==> config.mk <==
export PLATFORM = sky130hd
export DESIGN_NAME = wb_stage
export DESIGN_NICKNAME = d
export VERILOG_FILES = /design/src/source/wb_op_pkg.sv /design/src/source/wb_data_pkg.sv /design/src/source/wb_load_unit.sv /design/src/source/wb_flow_unit.sv /design/src/source/wb_csr_unit.sv /design/src/source/wb_retire_ctrl.sv /design/src/source/wb_stage.sv
export VERILOG_INCLUDE_DIRS = /design/src /design/src/source
export SDC_FILE = /design/constraint.sdc
export NUM_CORES = 1
export LEC_CHECK = 0
export BUFFER_PORTS_ARGS = -buffer_cell sky130_fd_sc_hd__buf_4
export CAP_MARGIN = 20
export CORE_AREA = 5 5 145 147
export DETAILED_ROUTE_END_ITERATION = 7
export DIE_AREA = 0 0 150 152
export GPL_ROUTABILITY_DRIVEN = 0
export PLACE_DENSITY_LB_ADDON = 0.05
export SYNTH_ARGS = -nofsm -noshare
export SYNTH_HDL_FRONTEND = slang
export SYNTH_SLANG_ARGS = --single-unit
==> constraint.sdc <==
create_clock -name g_clk -period 3.8 [get_ports g_clk]
set_input_delay 0 -clock g_clk [delete_from_list [all_inputs] [get_ports g_clk]]
set_output_delay 0 -clock g_clk [all_outputs]
set_load 0.05 [all_outputs]
==> src/source/wb_config.svh <==
`ifndef WB_CONFIG_SVH
`define WB_CONFIG_SVH

`define WB_XLEN         32
`define WB_PC_RESET     32'h8000_0000
`define WB_UOP_W        5

// LSU micro-op fields, size sits in bits 2..1
`define WB_LSU_SIGNED   0
`define WB_LSU_LOAD     3
`define WB_LSU_STORE    4
`define WB_LSU_BYTE     2'b01
`define WB_LSU_HALF     2'b10
`define WB_LSU_WORD     2'b11

// CSR micro-op bits
`define WB_CSR_CLEAR    1
`define WB_CSR_SET      2
`define WB_CSR_WRITE    3
`define WB_CSR_READ     4

// Machine trap causes
`define WB_TRAP_BREAKPT  6'd3
`define WB_TRAP_LDACCESS 6'd5
`define WB_TRAP_STACCESS 6'd7
`define WB_TRAP_ECALLM   6'd11

`endif

==> src/source/wb_op_pkg.sv <==
`include "wb_config.svh"

package wb_op_pkg;

    // Which unit finishes the instruction
    typedef enum logic [2:0] {
        FU_NONE = 3'd0,
        FU_EXEC = 3'd1,     // ALU, MUL, ASI, BIT
        FU_LSU  = 3'd2,
        FU_CFU  = 3'd3,
        FU_CSR  = 3'd4
    } fu_t;

    // Control flow micro-ops, same width as uop
    typedef enum logic [`WB_UOP_W-1:0] {
        CFU_NOT_TAKEN = 5'd0,
        CFU_TAKEN     = 5'd1,
        CFU_JALI      = 5'd2,
        CFU_JALR      = 5'd3,
        CFU_EBREAK    = 5'd4,
        CFU_ECALL     = 5'd5,
        CFU_MRET      = 5'd6
    } cfu_uop_t;

    // One CSR file access
    typedef struct packed {
        logic                  en;
        logic                  wr;
        logic                  set;
        logic                  clr;
        logic [11:0]           addr;
        logic [`WB_XLEN-1:0]   wdata;
    } csr_req_t;

endpackage

==> src/source/wb_data_pkg.sv <==
`include "wb_config.svh"

package wb_data_pkg;

    typedef logic [`WB_XLEN-1:0]  xlen_t;
    typedef logic [4:0]           reg_addr_t;
    typedef logic [11:0]          csr_addr_t;
    typedef logic [5:0]           cause_t;
    typedef logic [`WB_UOP_W-1:0] uop_t;

    // Instruction as handed over by the memory stage
    typedef struct packed {
        reg_addr_t       rd;
        xlen_t           opr_a;
        xlen_t           opr_b;     // Load/store address
        uop_t            uop;
        wb_op_pkg::fu_t  fu;
        logic            trap;      // Trap raised further up
        logic [1:0]      size;      // In halfwords
    } stage_in_t;

    typedef struct packed {
        logic       wen;
        reg_addr_t  rd;
        xlen_t      wdata;
    } gpr_wr_t;

    typedef struct packed {
        logic   recv;
        logic   error;
        xlen_t  rdata;
    } dmem_rsp_t;

    typedef struct packed {
        logic    cpu;     // Exception or trapping instruction
        logic    intr;    // Interrupt taken
        cause_t  cause;
        xlen_t   pc;
    } trap_info_t;

endpackage

==> src/source/wb_load_unit.sv <==
`include "wb_config.svh"

module wb_load_unit (
    input  logic                    g_clk,
    input  logic                    g_resetn,
    input  wb_data_pkg::stage_in_t  stage,
    input  logic                    pipe_progress,
    input  wb_data_pkg::dmem_rsp_t  dmem_rsp,
    output logic                    dmem_ack,
    output logic                    lsu_busy,
    output logic                    lsu_trap,
    output logic                    lsu_store,
    output logic                    rsp_expected,
    output wb_data_pkg::gpr_wr_t    gpr_wr
);

    logic               fu_lsu;
    logic               lsu_load;
    logic               lsu_signed;
    logic [1:0]         lsu_size;
    logic               rsp_seen;       // Response already taken
    logic               err_seen;       // Error kept until retire
    logic               rsp_take;
    logic               bus_err;
    logic [3:0]         strb;
    wb_data_pkg::xlen_t lane_mask;
    wb_data_pkg::xlen_t lane_data;
    wb_data_pkg::xlen_t shifted;
    wb_data_pkg::xlen_t load_data;

    // Decode ----------------------------------
    assign fu_lsu     = stage.fu == wb_op_pkg::FU_LSU;
    assign lsu_load   = fu_lsu && stage.uop[`WB_LSU_LOAD];
    assign lsu_store  = fu_lsu && stage.uop[`WB_LSU_STORE];
    assign lsu_signed = stage.uop[`WB_LSU_SIGNED];
    assign lsu_size   = stage.uop[2:1];
    assign strb       = stage.opr_a[3:0];   // Byte strobes from mem stage

    // Response tracking -----------------------
    assign rsp_expected = fu_lsu && !rsp_seen;
    assign dmem_ack     = rsp_expected;     // Only ack when one is due
    assign rsp_take     = dmem_rsp.recv && dmem_ack;
    assign bus_err      = rsp_take && dmem_rsp.error;
    assign lsu_trap     = bus_err || err_seen;
    assign lsu_busy     = fu_lsu && !(rsp_seen || rsp_take);

    always_ff @(posedge g_clk) begin
        if (!g_resetn) begin
            rsp_seen <= 1'b0;
            err_seen <= 1'b0;
        end else begin
            rsp_seen <= !pipe_progress && (rsp_seen || rsp_take);
            err_seen <= !pipe_progress && lsu_trap;   // Hold cf request steady
        end
    end

    // Data alignment --------------------------
    assign lane_mask = {{8{strb[3]}}, {8{strb[2]}}, {8{strb[1]}}, {8{strb[0]}}};
    assign lane_data = dmem_rsp.rdata & lane_mask;
    assign shifted   = lane_data >> {stage.opr_b[1:0], 3'b000};  // Lane down to bit 0

    always_comb begin
        case (lsu_size)
            `WB_LSU_BYTE: load_data = {{24{lsu_signed && shifted[7]}}, shifted[7:0]};
            `WB_LSU_HALF: load_data = {{16{lsu_signed && shifted[15]}}, shifted[15:0]};
            default:      load_data = shifted;   // Word
        endcase
    end

    // Single write in the accepted cycle, none on error
    assign gpr_wr.wen   = lsu_load && rsp_take && !dmem_rsp.error;
    assign gpr_wr.rd    = stage.rd;
    assign gpr_wr.wdata = load_data;

endmodule

==> src/source/wb_flow_unit.sv <==
`include "wb_config.svh"

module wb_flow_unit (
    input  logic                    g_clk,
    input  logic                    g_resetn,
    input  wb_data_pkg::stage_in_t  stage,
    input  logic                    s4_valid,
    input  logic                    pipe_progress,
    input  logic                    lsu_trap,
    input  logic                    lsu_store,
    input  logic                    rsp_expected,
    input  logic                    lsu_busy,
    input  logic                    cf_ack,
    input  wb_data_pkg::xlen_t      csr_mepc,
    input  wb_data_pkg::xlen_t      csr_mtvec,
    input  logic                    int_trap_req,
    input  wb_data_pkg::cause_t     int_trap_cause,
    output logic                    cf_req,
    output wb_data_pkg::xlen_t      cf_target,
    output logic                    cfu_busy,
    output logic                    exec_mret,
    output logic                    hold_lsu_req,
    output wb_data_pkg::trap_info_t trap,
    output wb_data_pkg::gpr_wr_t    gpr_wr
);

    wb_data_pkg::xlen_t  pc;
    wb_data_pkg::xlen_t  pc_step;
    wb_data_pkg::xlen_t  pc_next;
    wb_op_pkg::cfu_uop_t cfu_op;
    logic fu_cfu;
    logic cfu_taken;
    logic cfu_link;
    logic cfu_ebreak;
    logic cfu_ecall;
    logic cfu_mret;
    logic cfu_trap;
    logic s4_trap;
    logic trap_cpu;
    logic trap_int;
    logic tgt_trap;
    logic cf_any;
    logic cfu_done;       // Request acked, instruction still here
    logic int_pending;    // Interrupt seen while stalled

    // Decode ----------------------------------
    assign cfu_op     = wb_op_pkg::cfu_uop_t'(stage.uop);
    assign fu_cfu     = stage.fu == wb_op_pkg::FU_CFU;
    assign cfu_link   = fu_cfu && (cfu_op == wb_op_pkg::CFU_JALI ||
                                   cfu_op == wb_op_pkg::CFU_JALR);
    assign cfu_taken  = cfu_link || (fu_cfu && cfu_op == wb_op_pkg::CFU_TAKEN);
    assign cfu_ebreak = fu_cfu && cfu_op == wb_op_pkg::CFU_EBREAK;
    assign cfu_ecall  = fu_cfu && cfu_op == wb_op_pkg::CFU_ECALL;
    assign cfu_mret   = fu_cfu && cfu_op == wb_op_pkg::CFU_MRET;
    assign cfu_trap   = cfu_ebreak || cfu_ecall;
    assign s4_trap    = s4_valid && stage.trap;

    // Trap sources ----------------------------
    assign trap_cpu = cfu_trap || lsu_trap || s4_trap;
    // Interrupt loses to a CPU trap and waits out a pending response
    assign trap_int = s4_valid && (int_trap_req || int_pending) &&
                      !trap_cpu && !rsp_expected;
    assign tgt_trap = trap_cpu || trap_int;

    // Flow request ----------------------------
    assign cf_any    = cfu_taken || cfu_mret || tgt_trap;
    assign cf_req    = cf_any && !cfu_done;
    assign cfu_busy  = cf_req && !cf_ack;
    assign cf_target = tgt_trap ? csr_mtvec :
                       cfu_mret ? csr_mepc  :
                                  stage.opr_a;   // Branch/jump target

    assign exec_mret    = cfu_mret && pipe_progress;   // Pulse on retire
    assign hold_lsu_req = cf_req || lsu_busy || trap_int;

    always_ff @(posedge g_clk) begin
        if (!g_resetn) begin
            cfu_done    <= 1'b0;
            int_pending <= 1'b0;
        end else begin
            cfu_done <= !pipe_progress && (cfu_done || (cf_req && cf_ack));
            if (int_pending) begin
                int_pending <= !(trap_int && cf_req && cf_ack);
            end else begin
                int_pending <= int_trap_req && !pipe_progress;
            end
        end
    end

    // PC tracking -----------------------------
    assign pc_step = wb_data_pkg::xlen_t'({stage.size, 1'b0});  // Size in bytes
    assign pc_next = pc + pc_step;

    always_ff @(posedge g_clk) begin
        if (!g_resetn) begin
            pc <= `WB_PC_RESET;
        end else if (cf_req && cf_ack) begin
            pc <= cf_target;
        end else if (pipe_progress) begin
            pc <= pc_next;
        end
    end

    // Trap report
    assign trap.cpu   = trap_cpu;
    assign trap.intr  = trap_int;
    assign trap.pc    = pc;
    assign trap.cause = lsu_trap && !lsu_store ? `WB_TRAP_LDACCESS :
                        lsu_trap               ? `WB_TRAP_STACCESS :
                        cfu_ebreak             ? `WB_TRAP_BREAKPT  :
                        cfu_ecall              ? `WB_TRAP_ECALLM   :
                        trap_int               ? int_trap_cause    :
                                                 stage.opr_a[5:0];

    // Link register gets the fall-through PC
    assign gpr_wr.wen   = cfu_link && !cfu_done;
    assign gpr_wr.rd    = stage.rd;
    assign gpr_wr.wdata = pc_next;

endmodule

==> src/source/wb_csr_unit.sv <==
`include "wb_config.svh"

module wb_csr_unit (
    input  logic                    g_clk,
    input  logic                    g_resetn,
    input  wb_data_pkg::stage_in_t  stage,
    input  logic                    pipe_progress,
    input  wb_data_pkg::xlen_t      csr_rdata,
    output wb_op_pkg::csr_req_t     csr_req,
    output wb_data_pkg::gpr_wr_t    gpr_wr
);

    logic                   fu_csr;
    logic                   csr_done;   // Access already made
    wb_data_pkg::csr_addr_t csr_addr;

    assign fu_csr   = stage.fu == wb_op_pkg::FU_CSR;
    assign csr_addr = stage.opr_b[11:0];

    always_ff @(posedge g_clk) begin
        if (!g_resetn) begin
            csr_done <= 1'b0;
        end else begin
            csr_done <= !pipe_progress && (csr_done || csr_req.en);
        end
    end

    assign csr_req.en    = fu_csr && !csr_done;     // One cycle per instruction
    assign csr_req.wr    = fu_csr && stage.uop[`WB_CSR_WRITE];
    assign csr_req.set   = fu_csr && stage.uop[`WB_CSR_SET];
    assign csr_req.clr   = fu_csr && stage.uop[`WB_CSR_CLEAR];
    assign csr_req.addr  = csr_addr;
    assign csr_req.wdata = stage.opr_a;

    assign gpr_wr.wen   = csr_req.en && stage.uop[`WB_CSR_READ];  // Old value to rd
    assign gpr_wr.rd    = stage.rd;
    assign gpr_wr.wdata = csr_rdata;

endmodule

==> src/source/wb_retire_ctrl.sv <==
module wb_retire_ctrl (
    input  wb_data_pkg::stage_in_t  stage,
    input  logic                    s4_valid,
    input  logic                    lsu_busy,
    input  logic                    cfu_busy,
    input  wb_data_pkg::gpr_wr_t    load_wr,
    input  wb_data_pkg::gpr_wr_t    flow_wr,
    input  wb_data_pkg::gpr_wr_t    csr_wr_req,
    output logic                    s4_busy,
    output logic                    pipe_progress,
    output wb_data_pkg::gpr_wr_t    gpr_wr
);

    wb_data_pkg::gpr_wr_t exec_wr;
    wb_data_pkg::gpr_wr_t reqs [4];
    logic                 any_wen;

    // Exec class result already sits in operand A
    assign exec_wr.wen   = stage.fu == wb_op_pkg::FU_EXEC;
    assign exec_wr.rd    = stage.rd;
    assign exec_wr.wdata = stage.opr_a;

    assign reqs[0] = exec_wr;
    assign reqs[1] = load_wr;
    assign reqs[2] = flow_wr;
    assign reqs[3] = csr_wr_req;

    // Exclusive by decode, plain OR merge
    always_comb begin
        any_wen      = 1'b0;
        gpr_wr.rd    = '0;
        gpr_wr.wdata = '0;
        for (int i = 0; i < 4; i++) begin
            if (reqs[i].wen) begin
                any_wen      = 1'b1;
                gpr_wr.rd    = gpr_wr.rd | reqs[i].rd;
                gpr_wr.wdata = gpr_wr.wdata | reqs[i].wdata;
            end
        end
        gpr_wr.wen = s4_valid && !stage.trap && any_wen;  // Trapped op writes nothing
    end

    assign s4_busy       = lsu_busy || cfu_busy;
    assign pipe_progress = s4_valid && !s4_busy;

endmodule

==> src/source/wb_stage.sv <==
module wb_stage (
    input  logic                    g_clk,
    input  logic                    g_resetn,
    input  wb_data_pkg::stage_in_t  stage,
    input  logic                    s4_valid,
    output logic                    s4_busy,
    input  wb_data_pkg::dmem_rsp_t  dmem_rsp,
    output logic                    dmem_ack,
    output logic                    cf_req,
    output wb_data_pkg::xlen_t      cf_target,
    input  logic                    cf_ack,
    output wb_op_pkg::csr_req_t     csr_req,
    input  wb_data_pkg::xlen_t      csr_rdata,
    input  wb_data_pkg::xlen_t      csr_mepc,
    input  wb_data_pkg::xlen_t      csr_mtvec,
    input  logic                    int_trap_req,
    input  wb_data_pkg::cause_t     int_trap_cause,
    output wb_data_pkg::gpr_wr_t    gpr_wr,
    output wb_data_pkg::trap_info_t trap,
    output logic                    exec_mret,
    output logic                    hold_lsu_req
);

    logic                 pipe_progress;
    logic                 lsu_busy;
    logic                 cfu_busy;
    logic                 lsu_trap;
    logic                 lsu_store;
    logic                 rsp_expected;
    wb_data_pkg::gpr_wr_t load_wr;
    wb_data_pkg::gpr_wr_t flow_wr;
    wb_data_pkg::gpr_wr_t csr_wr;

    // Units ------------------------------------
    wb_load_unit i_load (
        .g_clk, .g_resetn, .stage, .pipe_progress, .dmem_rsp, .dmem_ack,
        .lsu_busy, .lsu_trap, .lsu_store, .rsp_expected, .gpr_wr(load_wr)
    );

    wb_flow_unit i_flow (
        .g_clk, .g_resetn, .stage, .s4_valid, .pipe_progress, .lsu_trap,
        .lsu_store, .rsp_expected, .lsu_busy, .cf_ack, .csr_mepc, .csr_mtvec,
        .int_trap_req, .int_trap_cause, .cf_req, .cf_target, .cfu_busy,
        .exec_mret, .hold_lsu_req, .trap, .gpr_wr(flow_wr)
    );

    wb_csr_unit i_csr (
        .g_clk, .g_resetn, .stage, .pipe_progress, .csr_rdata, .csr_req,
        .gpr_wr(csr_wr)
    );

    // Write merge and stall
    wb_retire_ctrl i_retire (
        .stage, .s4_valid, .lsu_busy, .cfu_busy, .load_wr, .flow_wr,
        .csr_wr_req(csr_wr), .s4_busy, .pipe_progress, .gpr_wr
    );

endmodule

# Yosys cells after proc, flatten, opt, wreduce, memory -nomap -nowiden
# Index checks and enable logic that the tools add are counted.
# Widths: inputs -> output; s select.
# classes
addsub	1
eq_ne	12
shifts	1
mux	19
bitwise	7
n_reduce_logical	70
# op_table
operator	count
$mux 37	4
$mux 32	4
$or 32x32->32	3
$pmux 32 s2	1
$logic_and 1x1->1	40
$add 32x3->32	1
$and 32x32->32	1
$shr 32x5->32	1
$mux 6	5
$logic_or 1x1->1	16
$eq 5x3->1 const B	3
$or 5x5->5	3
$logic_not 1->1	13
$eq 5x2->1 const B	2
$eq 3x2->1 const B	2
$eq 5x1->1 const B	1
$mux 1	5
$eq 3x1->1 const B	1
$eq 3x3->1 const B	1
$eq 2x1->1 const B	1
$eq 2x2->1 const B	1
$reduce_bool 2->1	1
# word_totals
register_bits	37

# Logic depth before layout (Yosys ltp)
# depth
depth_word	20
depth_mapped	9
ltp_nobuf	9

# Cells and area by module
# A second synthesis with hierarchy kept.
# unflattened
hier_cells	870
hier_area_um2	6097.1
# modules_own_cells
mod	n_inst	cells_per_inst	area_each_um2	seq_area_each_um2
wb_flow_unit	1	490	3631.0	680.7
wb_load_unit	1	156	950.9	40.0
wb_retire_ctrl	1	133	822.0	0.0
wb_csr_unit	1	91	693.2	20.0

# Worst setup path before layout
# OpenSTA, ideal clock, no wires.
# synth_path
path_kind	register to output
startpoint	register i_flow.pc[1]
endpoint	output port gpr_wr[23] in the netlist's numbering
t_arrival_ps	3525
setup_slack_ps	275
path_stages_with_launch	10
n_path_buf	0
cell_sequence	dfxtp_1 ha_1 inv_1 fa_1 nand3b_1 or3_1 nor3_1 nand4_1 xnor2_1 o221ai_1
# synth_rtl
item	line	source
from (decl)	wb_flow_unit.sv:27	wb_data_pkg::xlen_t pc;
from (signal assigned)	wb_flow_unit.sv:96	pc <= `WB_PC_RESET;
from (signal assigned)	wb_flow_unit.sv:98	pc <= cf_target;
from (signal assigned)	wb_flow_unit.sv:100	pc <= pc_next;
to (decl)	wb_stage.sv:18	output wb_data_pkg::gpr_wr_t gpr_wr,

==> run_results.csv <==
group,metric,value,unit
status,status,"finished, final reports clean",
synth,synth_area_per_cell,7.14,µm²
power,finalPower,0.00227,W
timing,finalCritPeriodShare,0.905,
min_path,min_path_type,"primary input to output pin",
clock_network,h-tree-depth,2,
route,viasPerCell,5.54,
synth,synth_cells,741,
route,drc,0,
timing,setup_slack,0.361,ns
critical_path,reg2reg_from,"i_flow.pc[1]",
timing,rsz0062_at_grt,"false",
power,ir_worst_vdd,188,µV
power,p_sw_frac,0.477,
route,vias,7100,
floorplanning,rows,52,
timing,slew_viol_final,0,
critical_path,path_class,"flip-flop to output pin",
placement,dpl_worst_slack,0.716,ns
power,power_density,284,nW/µm²
placement,dpl_cell_area,7810,µm²
min_path,hp-start,"stage[20]",
clock_network,cts.sinks,37,
critical_path,rr_worst_depth,10,
global_route,grt_max_degree,43,
synth,synth_edf_count,0,
route,antenna_left,0,
placement,hpwl,26200,µm
critical_path,worstPathCellList,"ha_1 -> inv_1 -> fa_1 -> nand3b_1 -> or3_1 -> nor4_1 -> xnor2_1 -> o221ai_1 -> buf_4",
placement,port_buffers,343,
min_path,hold_depth,0,
synth,synth_area,5290,µm²
synth,ys_seq_elements,37,
clock_network,cts_resized,0,
floorplanning,core,19800,µm²
floorplanning,die-area,22800,µm²
layout,design_area,8000,µm²
timing,skew,0.00341,ns
power,p_sw,0.00108,W
clock_network,numCtsBuffers,5,
min_path,min_delay_worst_endpoint,"csr_req[41]",
synth,synthArstFlopShare,0,
clock_network,cts_max_path_buffers,2,
critical_path,crit_path_end_kind,"output pin",
global_route,grt_util_all_layers,0.264,
layout,syn_to_final_growth,51.1,%
critical_path,critPathSlowestCell,"nor4_1",
synth,yosys_warnings,0,
synth,yosysSeqAreaShare,0.140,
power,power.leakage,3.58,nW
clock_network,cts_tree,"built",
global_route,grt_use_met2,0.434,
power,p_int,0.00119,W
timing,maxSlewHeadroom,0.284,
layout,fill_cells,2173,
critical_path,cp_max_fo,5,
critical_path,r2r_end,"i_flow.pc[25]",
layout,multi_input_comb_area,3950,µm²
global_route,antenna_found_initial,0,
route,dr.pass1.iters,5,
critical_path,worstPathRequired,3.80,ns
timing,fin_crit,3.44,ns
power,pwr-share-clk,0.228,
synth,ys.flop_type,"dfxtp_1",
synth,synth_fp_nets,967,
timing,setup_violations,0,
floorplanning,die_w,150,µm
clock_network,post_cts_buffers,0,
timing,setup_tns,0,ns
clock_network,cts.reportedPaths.clkPinSlew,0.06,ns
floorplanning,die_y,152,µm
clock_network,ctsHoldBuffers,1,
layout,fin_nets,1235,
global_route,grt_pass1_vias,6774,
global_route,overflow,0,
global_route,busiest_layer,"met2",
clock_network,insertion_delay,0.29,ns
flow_run,cap_viol_max_count,0,
layout,drive_gt1_frac,0.411,
critical_path,critPathLaunchType,"flip-flop",
clock_network,root_buffer,"clkbuf_16",
timing,clock.fmax,291,MHz
power,seqPwrFrac,0.210,
layout,final_util,0.404,
floorplanning,pin_count,384,
critical_path,r2r_setup_slack,0.84,ns
route,drtIter0Drc,619,
timing,worst_pin_slew,1.07,ns
global_route,use_met3,0.0411,
route,wl,32000,µm
timing,hold_viol,0,
route,post_drt_wl_per_cell,25.0,µm
global_route,use_met1,0.373,
critical_path,critPathMaxStageDelay,0.58,ns
global_route,grt_pass1_wl,45700,µm
power,power_frac_comb,0.561,
critical_path,arrival,3.44,ns
floorplanning,initial_core_util,0.268,
layout,seqCellArea,741,µm²
synth,ys_types,73,
[logic make-up (layout without fill, tap and decap cells)]
family,count (synthesis),count (layout),share of synthesized area
xor gates and xnor gates,29,29,0.0480
AOI/OAI and AO/OA,252,252,0.334
adders and majority gates,5,5,0.0132
other,0,1,0
buffers and inverters,118,387,0.117
and+or+nand+nor,253,253,0.250
muxes,47,47,0.0969
DFF,37,37,0.140
[registers in the layout, indices dropped and copies added, names as in the netlist]
signal and cells:
i_flow.pc 32, i_csr.csr_done 1, i_flow.cfu_done 1, i_flow.int_pending 1, i_load.err_seen 1, i_load.rsp_seen 1
[placed cells by master, fill, tap and decap left out, types with 7 or more instances in the layout]
master,count
a22oi_1,17
o221ai_1,18
inv_1,13
a222oi_1,16
dfxtp_1,37
xor2_1,12
nand2_1,70
nor3_1,17
nand4_1,14
a31oi_1,20
and3_1,12
nor2b_1,10
nor2_1,41
a211oi_1,8
xnor2_1,17
o21a_1,9
a21oi_1,49
buf_4,363
or3_1,9
nand2b_1,7
mux2i_1,22
o21ai_0,57
nand3_1,32
and2_1,13
mux2_2,24
[Yosys cell counts (all sizes together), types with 9 or more instances]
cell / count / area share
nand2: 70 / 0.050
o21ai: 57 / 0.054
buf: 55 / 0.073
a21oi: 49 / 0.046
clkbuf: 48 / 0.034
nor2: 41 / 0.029
dfxtp: 37 / 0.14
nand3: 32 / 0.030
mux2: 24 / 0.051
mux2i: 22 / 0.042
a31oi: 21 / 0.026
nor3: 19 / 0.019
o221ai: 18 / 0.030
a22oi: 17 / 0.024
xnor2: 17 / 0.028
a222oi: 16 / 0.030
inv: 14 / 0.0099
nand4: 14 / 0.017
and2: 13 / 0.015
and3: 12 / 0.014
xor2: 12 / 0.020
nor2b: 10 / 0.012
a211oi: 9 / 0.014
o21a: 9 / 0.013
or3: 9 / 0.011
[power groups by stage]
stage | Clock (W) | Combinational (W) | Sequential [W]
after floorplan | 0 | 0.000700 | 0.000567
after global routing | 0.000539 | 0.00133 | 0.000483
after global placement | 0 | 0.00127 | 0.000484
after detailed placement | 0 | 0.00127 | 0.000484
final | 0.000519 | 0.00127 | 0.000477
after CTS | 0.000526 | 0.00127 | 0.000476
[through the flow]
| stage | instances | hold slack [ns] |
|---|---|---|
| 3_5_place_dp | 1271 | 0.000589 |
| 5_1_grt | 1280 | 0.000106 |
| 4_1_cts | 1280 | 0.000589 |
| 2_1_floorplan | 741 | 0.0865 |
| 3_3_place_gp | 1271 | 0.000589 |
| 6_report | 1281 | 0.0000220 |
[worst max path at each step]
| stage | from | end | depth (start not counted) |
|---|---|---|---|
| after global placement | i_flow.pc[1] | gpr_wr[23] | 11 |
| after detailed placement | i_flow.pc[1] | gpr_wr[23] | 11 |
| after floorplan | i_flow.pc[1] | gpr_wr[23] | 9 |
| after global routing | i_flow.pc[1] | gpr_wr[23] | 11 |
| final | i_flow.pc[1] | gpr_wr[27] | 9 |
| after CTS | i_flow.pc[1] | gpr_wr[23] | 11 |
[critical path: cells and delay by family, from the launching register on]
family	cells	cell delay, ns
and+or+nand+nor	3	1.33
adders and majority gates	2	0.63
DFF	1	0.35
buffers and inverters	2	0.30
xor gates and xnor gates	1	0.29
AOI/OAI and AO/OA	1	0.23
[layout make-up]
| cell class | instances | share of cell area |
|---|---|---|
| diodes | 1 | 0.000313 |
| clock buffers | 6 | 0.0174 |
| clock inverters | 2 | 0.00469 |
| inverters | 15 | 0.00704 |
| multi-input cells | 586 | 0.494 |
| flip-flops and latches | 37 | 0.0926 |
| well taps | 270 | 0.0422 |
| repair buffers | 364 | 0.342 |
[per-layer routing]
layer  routed length, µm  share of wire
met4                 294         0.0092
met5                   0              0
met2               15100           0.47
met3                2580          0.081
met1               14000           0.44
Power figures use the tool's default switching activity.
